### src/logic/strm_pkg.sv
package strm_pkg;

  // ==========================================================
  // Address and data widths
  // ==========================================================

  typedef logic [31:0]  addr_t;      // Byte address from the client
  typedef logic [127:0] beat_t;      // One 128-bit data beat
  typedef logic [18:0]  tag_t;       // Address bits 31 to 13
  typedef logic [2:0]   line_idx_t;  // Address bits 12 to 10 select one of 8 lines
  typedef logic [5:0]   beat_idx_t;  // Address bits 9 to 4 select one of 64 beats

  // ==========================================================
  // Fill sequencer states
  // ==========================================================

  typedef enum logic [2:0] {
    IDLE,    // Waiting for a request or an invalidate
    LOOKUP,  // Cache answers the registered read
    FILL,    // One backing store read per cycle
    SETTLE,  // Last fill write lands in the cache
    RETRY    // Lookup issued again after the fill
  } fill_state_t;

  // ==========================================================
  // Bundles between the sequencer and the cache
  // ==========================================================

  // One beat written into the cache data array
  typedef struct packed {
    logic  wr;   // Write strobe
    addr_t adr;  // Line and beat of the write and the invalidate target
    beat_t dat;  // Beat taken from the backing store
  } fill_beat_t;

  // One lookup of the cache
  typedef struct packed {
    logic  rd;   // Read strobe
    addr_t adr;  // Full byte address with the tag
  } rd_req_t;

endpackage

### src/logic/beat_counter.sv
`timescale 1ns/1ps

module beat_counter (
  input  logic                rst,
  input  logic                wclk,
  input  logic                clr,
  input  logic                en,
  output strm_pkg::beat_idx_t beat,
  output logic                last
);
  import strm_pkg::*;

  localparam beat_idx_t LAST_BEAT = '1;  // Beat 63 closes a line

  // ==========================================================
  // Beat index of the fill in progress
  // ==========================================================

  always_ff @(posedge wclk) begin
    if (rst)
      beat <= '0;
    else if (clr)
      beat <= '0;              // Clear wins over count
    else if (en)
      beat <= beat + 1'b1;
  end

  assign last = (beat == LAST_BEAT);

  // Counting past beat 63 would wrap into the start of the same line
  a_no_wrap: assert property (@(posedge wclk) disable iff (rst)
    en |-> !last)
    else $error("Beat counter enabled on the last beat");

endmodule

### config.mk
export PLATFORM = sky130hd
export DESIGN_NAME = beat_counter
export DESIGN_NICKNAME = d
export VERILOG_FILES = /design/src/logic/strm_pkg.sv /design/src/logic/beat_counter.sv
export SDC_FILE = /design/constraint.sdc
export NUM_CORES = 1
export LEC_CHECK = 0
export BUFFER_PORTS_ARGS = -buffer_cell sky130_fd_sc_hd__buf_2
export CAP_MARGIN = 25
export CORE_AREA = 2 2 39 41
export DETAILED_ROUTE_END_ITERATION = 6
export DIE_AREA = 0 0 41 43
export HOLD_SLACK_MARGIN = 0.15
export PLACE_DENSITY_LB_ADDON = 0.08
export SLEW_MARGIN = 15
export SYNTH_ARGS = -nofsm -noshare
export SYNTH_HDL_FRONTEND = slang
export SYNTH_SLANG_ARGS = --single-unit
### constraint.sdc
create_clock -name wclk -period 2.45 [get_ports wclk]
set_input_delay 0.245 -clock wclk [delete_from_list [all_inputs] [get_ports wclk]]
set_output_delay 0.245 -clock wclk [all_outputs]
set_load 0.02 [all_outputs]
==> flow_metrics.env <==
export IMPL_drive_gt1_share_pct=36.6
export IMPL_detail_route_antenna_nets=0
export IMPL_cp_start_kind="flip-flop"
export IMPL_htreeDepth=1
export IMPL_placed_area_um2=328
export IMPL_grt_pass1_wl_um=938
export IMPL_yosysTopAreaCell="dfxtp_1"
export IMPL_final_cell_mix="buf_2, nor2_1, dfxtp_1"
export IMPL_rsz0062_at_grt="false"
export IMPL_antenna_found_initial=0
export IMPL_top_register="beat"
export IMPL_num_vias=242
export IMPL_dieWidth_um=41
export IMPL_crit_type="flip-flop to output pin"
export IMPL_status="finished clean"
export IMPL_hold_start="rst"
export IMPL_fp_dieArea_mm2=0.00176
export IMPL_r2r_start="beat[0]"
export IMPL_fin_area_um2=350
export IMPL_wire_per_inst_um=9.84
export IMPL_port_buffers=10
export IMPL_post_cts_setup_buffers=0
export IMPL_crit_path_end_kind="output pin"
export IMPL_fin_skew_ns=0.00150
export IMPL_first_iter_violations=0
export IMPL_ys_seq_area_share_pct=45.9
export IMPL_yosys_warnings=0
export IMPL_hold_class="primary input to flip-flop"
export IMPL_grt_max_degree=7
export IMPL_dieHeight_um=43
export IMPL_min_period_ns=1.45
export IMPL_gp_congestion=0.591
export IMPL_p_total_uw=204
export IMPL_grt_use_total_pct=8.33
export IMPL_final_common_cell="buf_2"
export IMPL_io_pins=11
export IMPL_viasPerCell=4.25
export IMPL_power_density_mw_per_mm2=582
export IMPL_antennaDiodeCount=0
export IMPL_drt_total_wl_um=561
export IMPL_dp_hpwl_um=388
export IMPL_grt_pass1_vias=244
export IMPL_final_cells=57
export IMPL_synth_fp_nets=34
export IMPL_cts_tree="done"
export IMPL_finalHoldViolCount=0
export IMPL_drtPass1Iterations=1
export IMPL_power_leakage_nw=0.161
export IMPL_utilization_pct=25.3
export IMPL_largest_reg_flops=6
export IMPL_drv_cap=0
export IMPL_placeableCoreArea_mm2=0.00138
export IMPL_slew_viol_final=0
export IMPL_synth_area_per_cell_um2=9.02
export IMPL_cp_required_ns=2.20
export IMPL_drc=0
export IMPL_synthesis_area_um2=262
export IMPL_initial_utilization_pct=18.9
export IMPL_clockBufferDepth=2
export IMPL_post_place_cells=54
export IMPL_timing_fmax_mhz=689
export IMPL_cp_max_fo=4
export IMPL_cp_arrival_ns=1.21
export IMPL_rows=14
export IMPL_fin_crit_sh_pct=59.3
export IMPL_clk_latency_ns=0.24
export IMPL_synth_top_cell_area_share_pct=45.9
export IMPL_cts_hold_buf=0
export IMPL_cts_root_buf="clkbuf_4"
export IMPL_ys_top_cells_by_area="dfxtp_1, xor2_1, nor2_1"
export IMPL_syn_inst=29
export IMPL_ys_seq_elements=6
export IMPL_worst_slew_pin_slew_ns=0.195
export IMPL_grt_overflow_total=0
export IMPL_setup_viol=0
export IMPL_maxSlewHeadroom_pct=87.0
export IMPL_yosys_cell_types_count=15
export IMPL_post_cts_resized=0
export IMPL_vdd_ir_drop_max_mv=0.141
export IMPL_area_growth_synth_to_final_pct=34.0
export IMPL_startpoint="beat[0]"
export IMPL_pre_cts_slack_ns=1.26
export IMPL_nets=48
export IMPL_top_regs="beat (6)"
export IMPL_whs_ns=0.337
export IMPL_cts_made_buffers=3
export IMPL_clock_sinks=6
export IMPL_cts_reportedPaths_clkPinSlew_ns=0.05
export IMPL_worst_slack_ns=0.998
export IMPL_final_setup_tns_ns=0
power by group:
part / total (mW) / switching, mW / internal [mW]
clock: 0.0915 / 0.0360 / 0.0554
sequential: 0.101 / 0.00171 / 0.0991
combinational: 0.0116 / 0.00630 / 0.00530
worst max-delay path: stages (launching register included):
cell and delay (ns):
dfxtp_1 0.41, ha_1 0.22, nand3_1 0.08, nor2_1 0.08, buf_2 0.16
per-layer routing:
metal  global-route usage (%)  wire [um]  vias to the layer above
met1                     9.32        268                      108
met4                     6.00          9                        0
met5                        0          0                        -
met2                     11.3        233                        8
li1                         -          -                      124
met3                     4.71         49                        2
path summary, 6_finish.rpt:
| kind | slack [ns] | cells after the start | endpoint |
|---|---|---|---|
| max | 1.0 | 4 | last |
| min | 0.34 | 3 | beat[0] |
| max reg2reg | 1.31 | 3 | beat[5] |
| min reg2reg | 0.52 | 2 | beat[5] |
final cells by class:
cell class	count	area, um2
timing repair buffer	10	50.0
clock buffer	3	22.5
fill	161	1030
tap	16	20.0
sequential	6	120
multi-input combinational	22	138
cell families (layout without fill, tap and decap cells):
kind of cell,count (synthesis),after routing,share of synthesized area [%]
DFF,6,6,45.9
buffers and inverters,1,13,1.43
xor gates and xnor gates,4,4,13.4
and+or+nand+nor,14,14,26.8
muxes,1,1,3.83
adders and majority gates,1,1,4.78
AOI/OAI and AO/OA,2,2,3.82
synthesized netlist by cell type:
master and number:
dfxtp_1 6, nor2_1 6, nand2_1 3, xor2_1 3, a21oi_1 1, clkbuf_1 1
ha_1 1, mux2i_1 1, nand3_1 1, nand4_1 1, nand4_2 1, o21ai_0 1
or2_2 1, or3_1 1, xnor2_1 1
No activity file was read; power rests on OpenSTA's default activity.
