===== config.mk =====
export PLATFORM = sky130hd
export DESIGN_NAME = strm_fill_fsm
export DESIGN_NICKNAME = d
export VERILOG_FILES = /design/src/logic/strm_pkg.sv /design/src/logic/strm_fill_fsm.sv
export SDC_FILE = /design/constraint.sdc
export NUM_CORES = 1
export LEC_CHECK = 0
export ABC_AREA = 1
export BUFFER_PORTS_ARGS = -buffer_cell sky130_fd_sc_hd__clkbuf_2
export CORE_AREA = 2 2 270 272
export CTS_CLUSTER_DIAMETER = 100
export DETAILED_ROUTE_END_ITERATION = 10
export DIE_AREA = 0 0 272 274
export PLACE_DENSITY = 0.43
export SETUP_SLACK_MARGIN = 0.5
export SYNTH_ARGS = -nofsm -noshare
export SYNTH_HDL_FRONTEND = slang
export SYNTH_SLANG_ARGS = --single-unit

===== constraint.sdc =====
create_clock -name wclk -period 9 [get_ports wclk]
set_input_delay 0.45 -clock wclk [delete_from_list [all_inputs] [get_ports wclk]]
set_output_delay 0.45 -clock wclk [all_outputs]
set_load 0.1 [all_outputs]

===== src/logic/strm_pkg.sv =====
package strm_pkg;

  // ==========================================================
  // Address and data widths
  // ==========================================================

  typedef logic [31:0]  addr_t;      // Byte address from the client
  typedef logic [127:0] beat_t;      // One 128-bit data beat
  typedef logic [18:0]  tag_t;       // Address bits 31 to 13
  typedef logic [2:0]   line_idx_t;  // Address bits 12 to 10 select one of 8 lines
  typedef logic [5:0]   beat_idx_t;  // Address bits 9 to 4 select one of 64 beats

  // ==========================================================
  // Fill sequencer states
  // ==========================================================

  typedef enum logic [2:0] {
    IDLE,    // Waiting for a request or an invalidate
    LOOKUP,  // Cache answers the registered read
    FILL,    // One backing store read per cycle
    SETTLE,  // Last fill write lands in the cache
    RETRY    // Lookup issued again after the fill
  } fill_state_t;

  // ==========================================================
  // Bundles between the sequencer and the cache
  // ==========================================================

  // One beat written into the cache data array
  typedef struct packed {
    logic  wr;   // Write strobe
    addr_t adr;  // Line and beat of the write and the invalidate target
    beat_t dat;  // Beat taken from the backing store
  } fill_beat_t;

  // One lookup of the cache
  typedef struct packed {
    logic  rd;   // Read strobe
    addr_t adr;  // Full byte address with the tag
  } rd_req_t;

endpackage


===== src/logic/strm_fill_fsm.sv =====
`timescale 1ns/1ps

module strm_fill_fsm (
  input  logic                 rst,
  input  logic                 wclk,
  input  logic                 req,
  input  strm_pkg::addr_t      req_adr,
  input  logic                 inv,
  input  strm_pkg::addr_t      inv_adr,
  input  strm_pkg::beat_idx_t  beat,
  input  logic                 last,
  input  logic                 cache_hit,
  input  strm_pkg::beat_t      cache_rdat,
  input  strm_pkg::beat_t      store_dat,
  output logic                 cnt_clr,
  output logic                 cnt_en,
  output logic                 store_rd,
  output strm_pkg::addr_t      store_adr,
  output strm_pkg::rd_req_t    cache_rd,
  output strm_pkg::fill_beat_t cache_wr,
  output logic                 cache_inv,
  output logic                 busy,
  output logic                 done,
  output logic                 hit,
  output strm_pkg::beat_t      rdat
);
  import strm_pkg::*;

  fill_state_t state;
  fill_state_t nxt_state;

  addr_t req_adr_r;   // Address of the request being served
  addr_t wr_adr_r;    // Store read address delayed to match store_dat
  logic  wr_pend;     // A store read was issued last cycle
  logic  filled;      // Set once this request needed a line fill
  logic  is_idle;
  logic  start;       // Request accepted this cycle
  logic  answer;      // Lookup hit, the request completes

  assign is_idle = (state == IDLE);
  assign start   = is_idle && req;
  assign answer  = (state == LOOKUP) && cache_hit;

  // ==========================================================
  // Next state
  // ==========================================================

  always_comb begin
    nxt_state = state;
    case (state)
      IDLE:    if (req) nxt_state = LOOKUP;
      LOOKUP:  nxt_state = cache_hit ? IDLE : FILL;  // Miss starts a fill
      FILL:    if (last) nxt_state = SETTLE;         // Beat 63 was the final issue
      SETTLE:  nxt_state = RETRY;
      RETRY:   nxt_state = LOOKUP;                   // Same path as a new request
      default: nxt_state = IDLE;
    endcase
  end

  always_ff @(posedge wclk) begin
    if (rst) begin
      state   <= IDLE;
      wr_pend <= 1'b0;
      filled  <= 1'b0;
      done    <= 1'b0;
    end else begin
      state   <= nxt_state;
      wr_pend <= store_rd;   // Store data arrives one cycle after the read
      done    <= answer;     // Single cycle pulse
      if (start)
        filled <= 1'b0;
      else if ((state == LOOKUP) && !cache_hit)
        filled <= 1'b1;
    end
  end

  // Request address, delayed fill address and the returned beat
  always_ff @(posedge wclk) begin
    if (start)
      req_adr_r <= req_adr;
    wr_adr_r <= store_adr;
    if (answer) begin
      rdat <= cache_rdat;
      hit  <= !filled;       // Only a first try lookup counts as a hit
    end
  end

  // ==========================================================
  // Outputs to the counter, store and cache
  // ==========================================================

  assign busy     = !is_idle;
  assign store_rd = (state == FILL);
  assign cnt_clr  = (state == LOOKUP);   // Counter is at beat 0 when FILL starts
  assign cnt_en   = store_rd && !last;   // Counter parks on 63 at the end of the line

  // Fill is line aligned, the counter supplies the beat
  assign store_adr = {req_adr_r[31:10], beat, 4'h0};

  // New requests look up straight from the port, a retry uses the held address
  assign cache_rd = '{rd: start || (state == RETRY),
                      adr: is_idle ? req_adr : req_adr_r};

  // While idle the write address carries the invalidate target
  assign cache_wr = '{wr: wr_pend,
                      adr: is_idle ? inv_adr : wr_adr_r,
                      dat: store_dat};

  assign cache_inv = is_idle && inv;

  // The client has no back-pressure, so strobes while busy would be lost
  a_no_strobe_busy: assert property (@(posedge wclk) disable iff (rst)
    busy |-> !(req || inv))
    else $error("Request or invalidate while busy");

endmodule


==> flow_metrics.tcl, run 1 <==
set metrics [dict create \
    synth_ff_type "edfxtp_1" \
    rr_endpoint "rdat[116]$_DFFE_PP_" \
    setup-tns-final_ps 0 \
    worstMarginPinSlew_ps 1040 \
    n_antenna_cell 0 \
    postRouteAntennaNets 0 \
    hp-class "primary input to flip-flop" \
    multi_input_area_um2 907 \
    async_reset_ff_share_pct 0 \
    clk_latency_ps 480 \
    register_area_um2 5520 \
    grt_pass1_wl_mm 35.2 \
    cts_sinks 195 \
    root_buffer "clkbuf_16" \
    dr.pass1.iters 4 \
    overflow 0 \
    gp_congestion 0.832 \
    cts_tree "yes" \
    ys_seq_area_share_pct 70.8 \
    num_io_pins 693 \
    whs_ps 89.5 \
    intPower_mw 1.53 \
    die_h_um 274 \
    switching_share_pct 44.2 \
    critPathLaunchType "flip-flop" \
    slew_headroom_pct 30.8 \
    postLayoutCoreUtil_pct 14.6 \
    rsz0062_at_grt "no" \
    yosysTopAreaCellShare_pct 62.1 \
    end_kind "primary output" \
    die_area_um2 74500 \
    crit_path_start "state[1]$_SDFFE_PP0P_" \
    final_nets 1213 \
    hold_buffers 0 \
    cts_max_level 4 \
    grt_max_degree 78 \
    r2r_setup_slack_ps 6230 \
    post_cts_buffers 0 \
    drv_slew 0 \
    fillers 8132 \
    antenna_found_initial 6 \
    synth_edf_count 161 \
    num_vias 5427 \
    initial_utilization_pct 10.8 \
    layout-drive-gt1-share_pct 52.9 \
    final.period_utilization_pct 36.8 \
    switching_power_mw 1.21 \
    grtUsageTotal_pct 6.76 \
    synth_most_common_cell "buf_4" \
    finalClockSkew_ps 13.4 \
    coreArea_um2 72000 \
    timing.fmax_mhz 302 \
    area_delta_synth_final_pct 34.7 \
    final_hold_viol_count 0 \
    setup_viol 0 \
    via_per_inst 2.93 \
    arrival_ps 2870 \
    yosys.area.top_type "edfxtp_1" \
    leakagePower_nw 4.56 \
    hpwl_mm 20.5 \
    ir_drop_mv 0.118 \
    power_frac_seq_pct 38.7 \
    status "completed" \
    crit_type "flip-flop to primary output" \
    io_buffers 432 \
    clk_pin_slew_ps 80 \
    worst_slack_ps 5680 \
    crit_end "cache_rd[11]" \
    num_rows 99 \
    synth_area_leaders "edfxtp_1 (62%), buf_4 (16%), dfxtp_1 (8.7%)" \
    drtIter0Drc 178 \
    cts_inserted_buffers 17 \
    ys_ff_latch 195 \
    syn_area_um2 7790 \
    clockPowerShare_pct 29.3 \
    yosysUniqueCellTypes 18 \
    powerDensity_nw_per_um2 261 \
    required_ps 8550 \
    p_comb_share_pct 32.0 \
    die_width_um 272 \
    yosysWarnings 0 \
    netlist_top_cells_count "buf_4 (162), edfxtp_1 (161), nand2_1 (129)" \
    wl_per_cell_um 14.1 \
    clk_path_buf_depth 2 \
    cts_resized 0 \
    r2r_cells 5 \
    wl_mm 26.1 \
    period_minus_slack_ps 3320 \
    postSynthCellCount 602 \
    drc 0 \
    worstPathMaxFanout 64 \
    rr_startpoint "state[1]$_SDFFE_PP0P_" \
    dp_slack_ps 6220 \
    grt_pass1_vias 5319 \
    syn_avg_cell_area_um2 12.9 \
    maxCapViolations 0 \
]
## per-layer routing
layer / GRT usage, % / up-vias / share of wire [%]
met4: 3.27 / 10 / 2.9
met1: 6.32 / 2454 / 35
met3: 4.41 / 37 / 15
met5: 0 / - / 0.25
li1: - / 2424 / -
met2: 11.4 / 502 / 47
## sequential cells by signal, indices dropped and copies added (netlist names)
name,flops
done,1
filled,1
hit,1
rdat,128
req_adr_r,32
state,3
wr_adr_r,28
wr_pend,1
## cell families (layout without fill, tap and decap cells)
logic type	Yosys count	after routing	synth area share [%]
AND/OR/NAND/NOR	208	208	11.3
AO/OA/AOI/OAI	1	1	0.0642
flip-flops	195	195	70.8
buffers and inverters	197	486	17.8
other	1	4	0.0481
## how the worst min path moves through the flow
stage | startpoint | end | slack [ps] | cells after the start
3_5_place_dp | req_adr_r[30]$_DFFE_PP_ | wr_adr_r[30]$_DFF_P_ | 400 | 0
6_report | beat[3] | wr_adr_r[7]$_DFF_P_ | 90 | 1
5_1_grt | beat[4] | wr_adr_r[8]$_DFF_P_ | 30 | 1
2_1_floorplan | req_adr_r[10]$_DFFE_PP_ | wr_adr_r[10]$_DFF_P_ | 370 | 0
3_3_place_gp | req_adr_r[14]$_DFFE_PP_ | wr_adr_r[14]$_DFF_P_ | 390 | 0
4_1_cts | beat[3] | wr_adr_r[7]$_DFF_P_ | 40 | 1
## power groups by stage
stage          Combinational (mW)  Sequential, mW  Clock, mW
6_report                    0.877            1.06      0.803
3_3_place_gp                0.882            1.08          0
5_1_grt                     0.907            1.06      0.891
4_1_cts                     0.882            1.06      0.857
2_1_floorplan               0.824            1.26          0
3_5_place_dp                0.880            1.08          0
## cell type report
type | instances | area share [%]
repair buffers | 438 | 21.0
flip-flops and latches | 195 | 52.6
clock inverters | 15 | 1.68
well taps | 959 | 11.4
inverters | 16 | 0.572
clock buffers | 17 | 4.05
multi-input cells | 213 | 8.65
## cell usage in the layout, fill, tap and decap left out
| master | instances |
|---|---|
| a21oi_1 | 1 |
| buf_4 | 6 |
| clkbuf_16 | 17 |
| clkbuf_2 | 432 |
| clkinv_1 | 1 |
| clkinv_4 | 1 |
| clkinv_8 | 3 |
| conb_1 | 4 |
| dfxtp_1 | 34 |
| edfxtp_1 | 161 |
| inv_1 | 15 |
| inv_12 | 2 |
| inv_2 | 1 |
| inv_6 | 3 |
| inv_8 | 5 |
| nand2_1 | 128 |
| nand2_2 | 1 |
| nand3_1 | 64 |
| nand3b_1 | 1 |
| nand4_1 | 1 |
| nor2_1 | 9 |
| nor2_4 | 2 |
| nor3_1 | 2 |
## worst max-delay path: stages (launching register included)
cell	delay [ps]
dfxtp_1	460
nor2_4	60
buf_4	300
nand2_2	180
buf_4	530
nand2_1	100
nand2_1	180
clkbuf_2	490
## stage by stage
step	total power [mW]	instances	instance area, um2
floorplan	2.08	605	7800
global placement	1.96	1821	9890
detailed placement	1.96	1821	9890
CTS	2.80	1853	10500
global route	2.86	1853	10500
finish	2.74	1853	10500
No activity file was read; power rests on OpenSTA's default activity.
==> run 2: changes to the inputs <==
- clock period: 9 -> 3.31 ns (I/O delays scaled with it)
==> flow_metrics.tcl, run 2 (synthesis gave the netlist of run 1 again) <==
set metrics [dict create \
    period_minus_slack_ps 2590 \
    layout-drive-gt1-share_pct 45.2 \
    hpwl_mm 22.4 \
    num_io_pins 693 \
    worstPathMaxFanout 61 \
    drv_slew 0 \
    crit_type "flip-flop to primary output" \
    clk_latency_ps 480 \
    final_hold_viol_count 0 \
    layout.cells.non_filler 2032 \
    grt_pass1_vias 6167 \
    critPathLaunchType "flip-flop" \
    hold_buffers 169 \
    arrival_ps 2420 \
    cts_inserted_buffers 17 \
    die_width_um 272 \
    biggestRegsByFlops "rdat: 128 flops, req_adr_r: 32 flops, wr_adr_r: 28 flops" \
    place_area_um2 10300 \
    end_kind "primary output" \
    area_delta_synth_final_pct 61.7 \
    slew_headroom_pct 55.7 \
    dp_cells 1828 \
    root_buffer "clkbuf_16" \
    cts_sinks 195 \
    top_register "rdat" \
    cpMaxStageDelayCell "buf_4" \
    stdcell_area_um2 12600 \
    drc 0 \
    leakagePower_nw 5.42 \
    cpLargestDelayFamily "buffers and inverters" \
    die_h_um 274 \
    hp-class "primary input to flip-flop" \
    powerDensity_nw_per_um2 620 \
    cts_max_level 4 \
    final.period_utilization_pct 78.2 \
    rsz0062_at_grt "no" \
    setup_viol 0 \
    slowest_delay_ps 530 \
    clk_pin_slew_ps 80 \
    num_rows 99 \
    grt_max_degree 75 \
    overflow 0 \
    post_cts_buffers 0 \
    largest_register_ffs 128 \
    cts_resized 0 \
    gp_congestion 0.791 \
    clk_path_buf_depth 2 \
    grt_pass1_wl_mm 40.2 \
    ir_drop_mv 0.324 \
    postLayoutCoreUtil_pct 17.5 \
    initial_utilization_pct 10.8 \
    worstMarginPinSlew_ps 665 \
    crit_path_frequent_cell "nand2_1" \
    wl_mm 29.4 \
    status "completed" \
    required_ps 3140 \
    via_per_inst 2.97 \
    antenna_found_initial 6 \
    maxCapViolations 0 \
    path_buf_inv 2 \
    num_vias 6027 \
    path_cells "nor2_4 > nand2_2 > buf_4 > nand2_1 > nand2_1 > clkbuf_2" \
    drtIter0Drc 155 \
    setup-tns-final_ps 0 \
    die_area_um2 74500 \
    final_nets 1389 \
    cts_tree "yes" \
    final_cell_mix "clkbuf_2 (410), dlygate4sd3_1 (169), edfxtp_1 (161)" \
    grtUsageTotal_pct 7.65 \
    io_buffers 432 \
    coreArea_um2 72000 \
    wl_per_cell_um 14.5 \
    timing.fmax_mhz 386 \
    final_common_cell "clkbuf_2" \
    dr.pass1.iters 4 \
    postRouteAntennaNets 0 \
    finalClockSkew_ps 12.2 \
]
run 2: changes by cell type in the layout (fill, tap and decap cells not counted), moves of 2 or more:
cell / delta
clkbuf_2: -22
dlygate4sd3_1: +169
dfxtp_1: -2
dfxtp_2: +2
diode_2: +3
inv_8: -2
inv_6: +2
buf_4: +6
buf_12: +23
run 2: cell type report:
class                           instances  area, um2
Fill cell                            7887      59400
Sequential cell                       195       5520
Timing Repair Buffer                  614       4290
Tap cell                              959       1200
Multi-Input combinational cell        213        912
Clock buffer                           18        429
Clock inverter                         14        175
Inverter                               16       60.1
Antenna cell                            3       7.51
run 2: final timing paths:
kind                            from               endpoint  slack (ps)  cells past startpoint
max            state[0]$_SDFFE_PP0P_          cache_wr[156]         720                      6
min                             last  state[0]$_SDFFE_PP0P_          70                      5
max reg2reg    state[2]$_SDFFE_PP0P_     rdat[84]$_DFFE_PP_        1380                      4
min reg2reg  req_adr_r[16]$_DFFE_PP_   wr_adr_r[16]$_DFF_P_         420                      0
run 2: metal layers:
layer  up-vias  track usage (%)  wire (um)
li1       2775                -          -
met1      2705             7.61      10800
met2       504             12.1      13300
met3        41             4.83       4080
met4         2             4.50       1220
met5         -                0         13
run 2: power breakdown:
part / switching, mW / internal (mW) / leakage, nW
sequential: 0.0639 / 2.82 / 1.77
clock: 1.15 / 1.04 / 0.294
combinational: 2.18 / 0.568 / 3.36
total: 3.39 / 4.42 / 5.42
run 2: per-stage QoR:
step	hold WS [ps]	worst slack [ps]	total power, mW
after floorplan	193	425	5.65
after global placement	285	1300	5.53
after detailed placement	286	1180	5.53
after CTS	21.6	629	7.97
after global routing	88.1	514	8.14
final	71.9	722	7.81
run 2: worst register-to-register path, delay by kind of cell, from the launching register on:
kind	cells	cell delay, ps
AND/OR/NAND/NOR	3	730
buffers and inverters	1	400
flip-flops	1	360
==> run 3: changes to the inputs <==
- CORE_AREA: 2 2 270 272 -> 2 2 269 271
- DIE_AREA: 0 0 272 274 -> 0 0 271 273
- PLACE_DENSITY: 0.43 -> 0.45
- clock period: 3.31 -> 2.1 ns (I/O delays scaled with it)
==> flow_metrics.tcl, run 3 (synthesis gave the netlist of run 1 again) <==
set metrics [dict create \
    status "completed" \
    via_per_inst 3.09 \
    cts_tree "yes" \
    num_vias 6390 \
    finalClockSkew_ps 14.0 \
    wl_mm 35.8 \
    ir_drop_mv 0.458 \
    setup-tns-final_ps 0 \
    timing.fmax_mhz 520 \
    cts_sinks 195 \
    die_area_um2 74000 \
    leakagePower_nw 6.31 \
    wl_per_cell_um 17.3 \
    drc 0 \
    biggestRegsByFlops "rdat: 128 flops, req_adr_r: 32 flops, wr_adr_r: 28 flops" \
    hp-class "primary input to primary output" \
    grt_pass1_vias 6634 \
    area_delta_synth_final_pct 91.2 \
    antenna_found_initial 3 \
    crit_type "flip-flop to primary output" \
    cts_inserted_buffers 17 \
    rsz0062_at_grt "yes" \
    maxCapViolations 0 \
    clk_latency_ps 480 \
    worstMarginPinSlew_ps 650 \
    root_buffer "clkbuf_16" \
    required_ps 2000 \
    io_buffers 432 \
    drtIter0Drc 192 \
    cts_max_level 4 \
    hpwl_mm 24.5 \
    final_cell_mix "clkbuf_2 (354), dlygate4sd3_1 (170), edfxtp_1 (161)" \
    whs_ps 210 \
    final_common_cell "clkbuf_2" \
    clk_path_buf_depth 2 \
    dr.pass1.iters 4 \
    final_hold_viol_count 0 \
    arrival_ps 1820 \
    postLayoutCoreUtil_pct 21.0 \
    num_io_pins 693 \
    grtUsageTotal_pct 8.91 \
    die_h_um 273 \
    slew_headroom_pct 56.9 \
    worst_slack_ps 178 \
    final.period_utilization_pct 91.5 \
    worstPathMaxFanout 7 \
    top_register "rdat" \
    drv_slew 0 \
    grt_max_degree 55 \
    power_mw 13.7 \
    layout.cells.non_filler 2065 \
    overflow 0 \
    dp_cells 1824 \
    initial_utilization_pct 11.0 \
    setup_viol 0 \
    largest_register_ffs 128 \
    layout-drive-gt1-share_pct 58.4 \
    clk_pin_slew_ps 90 \
    place_area_um2 11300 \
    gp_congestion 0.834 \
    postRouteAntennaNets 0 \
    dp_slack_ps 527 \
    stdcell_area_um2 14900 \
    coreArea_um2 71000 \
    die_width_um 271 \
    grt_pass1_wl_mm 46.6 \
    powerDensity_nw_per_um2 922 \
    num_rows 98 \
    final_nets 1433 \
    period_minus_slack_ps 1920 \
    end_kind "primary output" \
    critPathLaunchType "flip-flop" \
]
run 3: cell count changes in the layout (fill, tap and decap cells not counted), sizes merged, moves of 2 or more:
cell    previous run  this run
clkinv             4         6
inv               26        24
clkbuf           428       388
buf               35       116
diode              3         1
run 3: layout make-up:
type | instances | area, um2
antenna | 1 | 2.50
clock buffer | 17 | 425
clock inverter | 15 | 191
fill | 7547 | 56100
inverter | 16 | 78.8
multi-input combinational | 214 | 1570
sequential | 195 | 5530
tap | 950 | 1190
timing repair buffer | 657 | 5910
run 3: path summary, 6_finish.rpt:
check / end / slack (ps) / from / depth (start not counted)
worst min register to register: wr_adr_r[20]$_DFF_P_ / 410 / req_adr_r[20]$_DFFE_PP_ / 0
worst max register to register: rdat[100]$_DFFE_PP_ / 490 / state[1]$_SDFFE_PP0P_ / 6
worst min-delay path: cache_wr[110] / 210 / store_dat[110] / 0
worst max-delay path: cache_rd[24] / 180 / state[0]$_SDFFE_PP0P_ / 7
run 3: repair_timing:
item                                   in CTS  in global routing
cloned                                      9                 12
endpoints found under the hold margin     172                  0
gates resized for setup                   113                 59
setup buffers                               9                  8
pin swaps                                  14                 18
hold buffers                              170                  0
setup endpoints to repair                  76                200
run 3: report_power, final:
group | switching (mW) | leakage (nW) | internal [mW] | total [mW]
registers | 0.122 | 1.77 | 4.44 | 4.56
logic | 3.85 | 4.24 | 1.81 | 5.67
clock network | 1.87 | 0.299 | 1.65 | 3.52
run 3: per-layer routing:
layer / GRT usage [%] / vias up / share of wire [%]
li1: - / 2872 / -
met1: 9.67 / 2995 / 39
met2: 14.9 / 476 / 48
met3: 4.24 / 43 / 10
met4: 3.62 / 4 / 2.8
met5: 0.706 / - / 0.23
run 3: critical path: stages, from the launching register on:
cell,delay [ps]
dfxtp_4,360
nor2_4,130
buf_12,150
buf_12,150
buf_16,160
nand3_1,90
nand2_2,110
buf_12,170
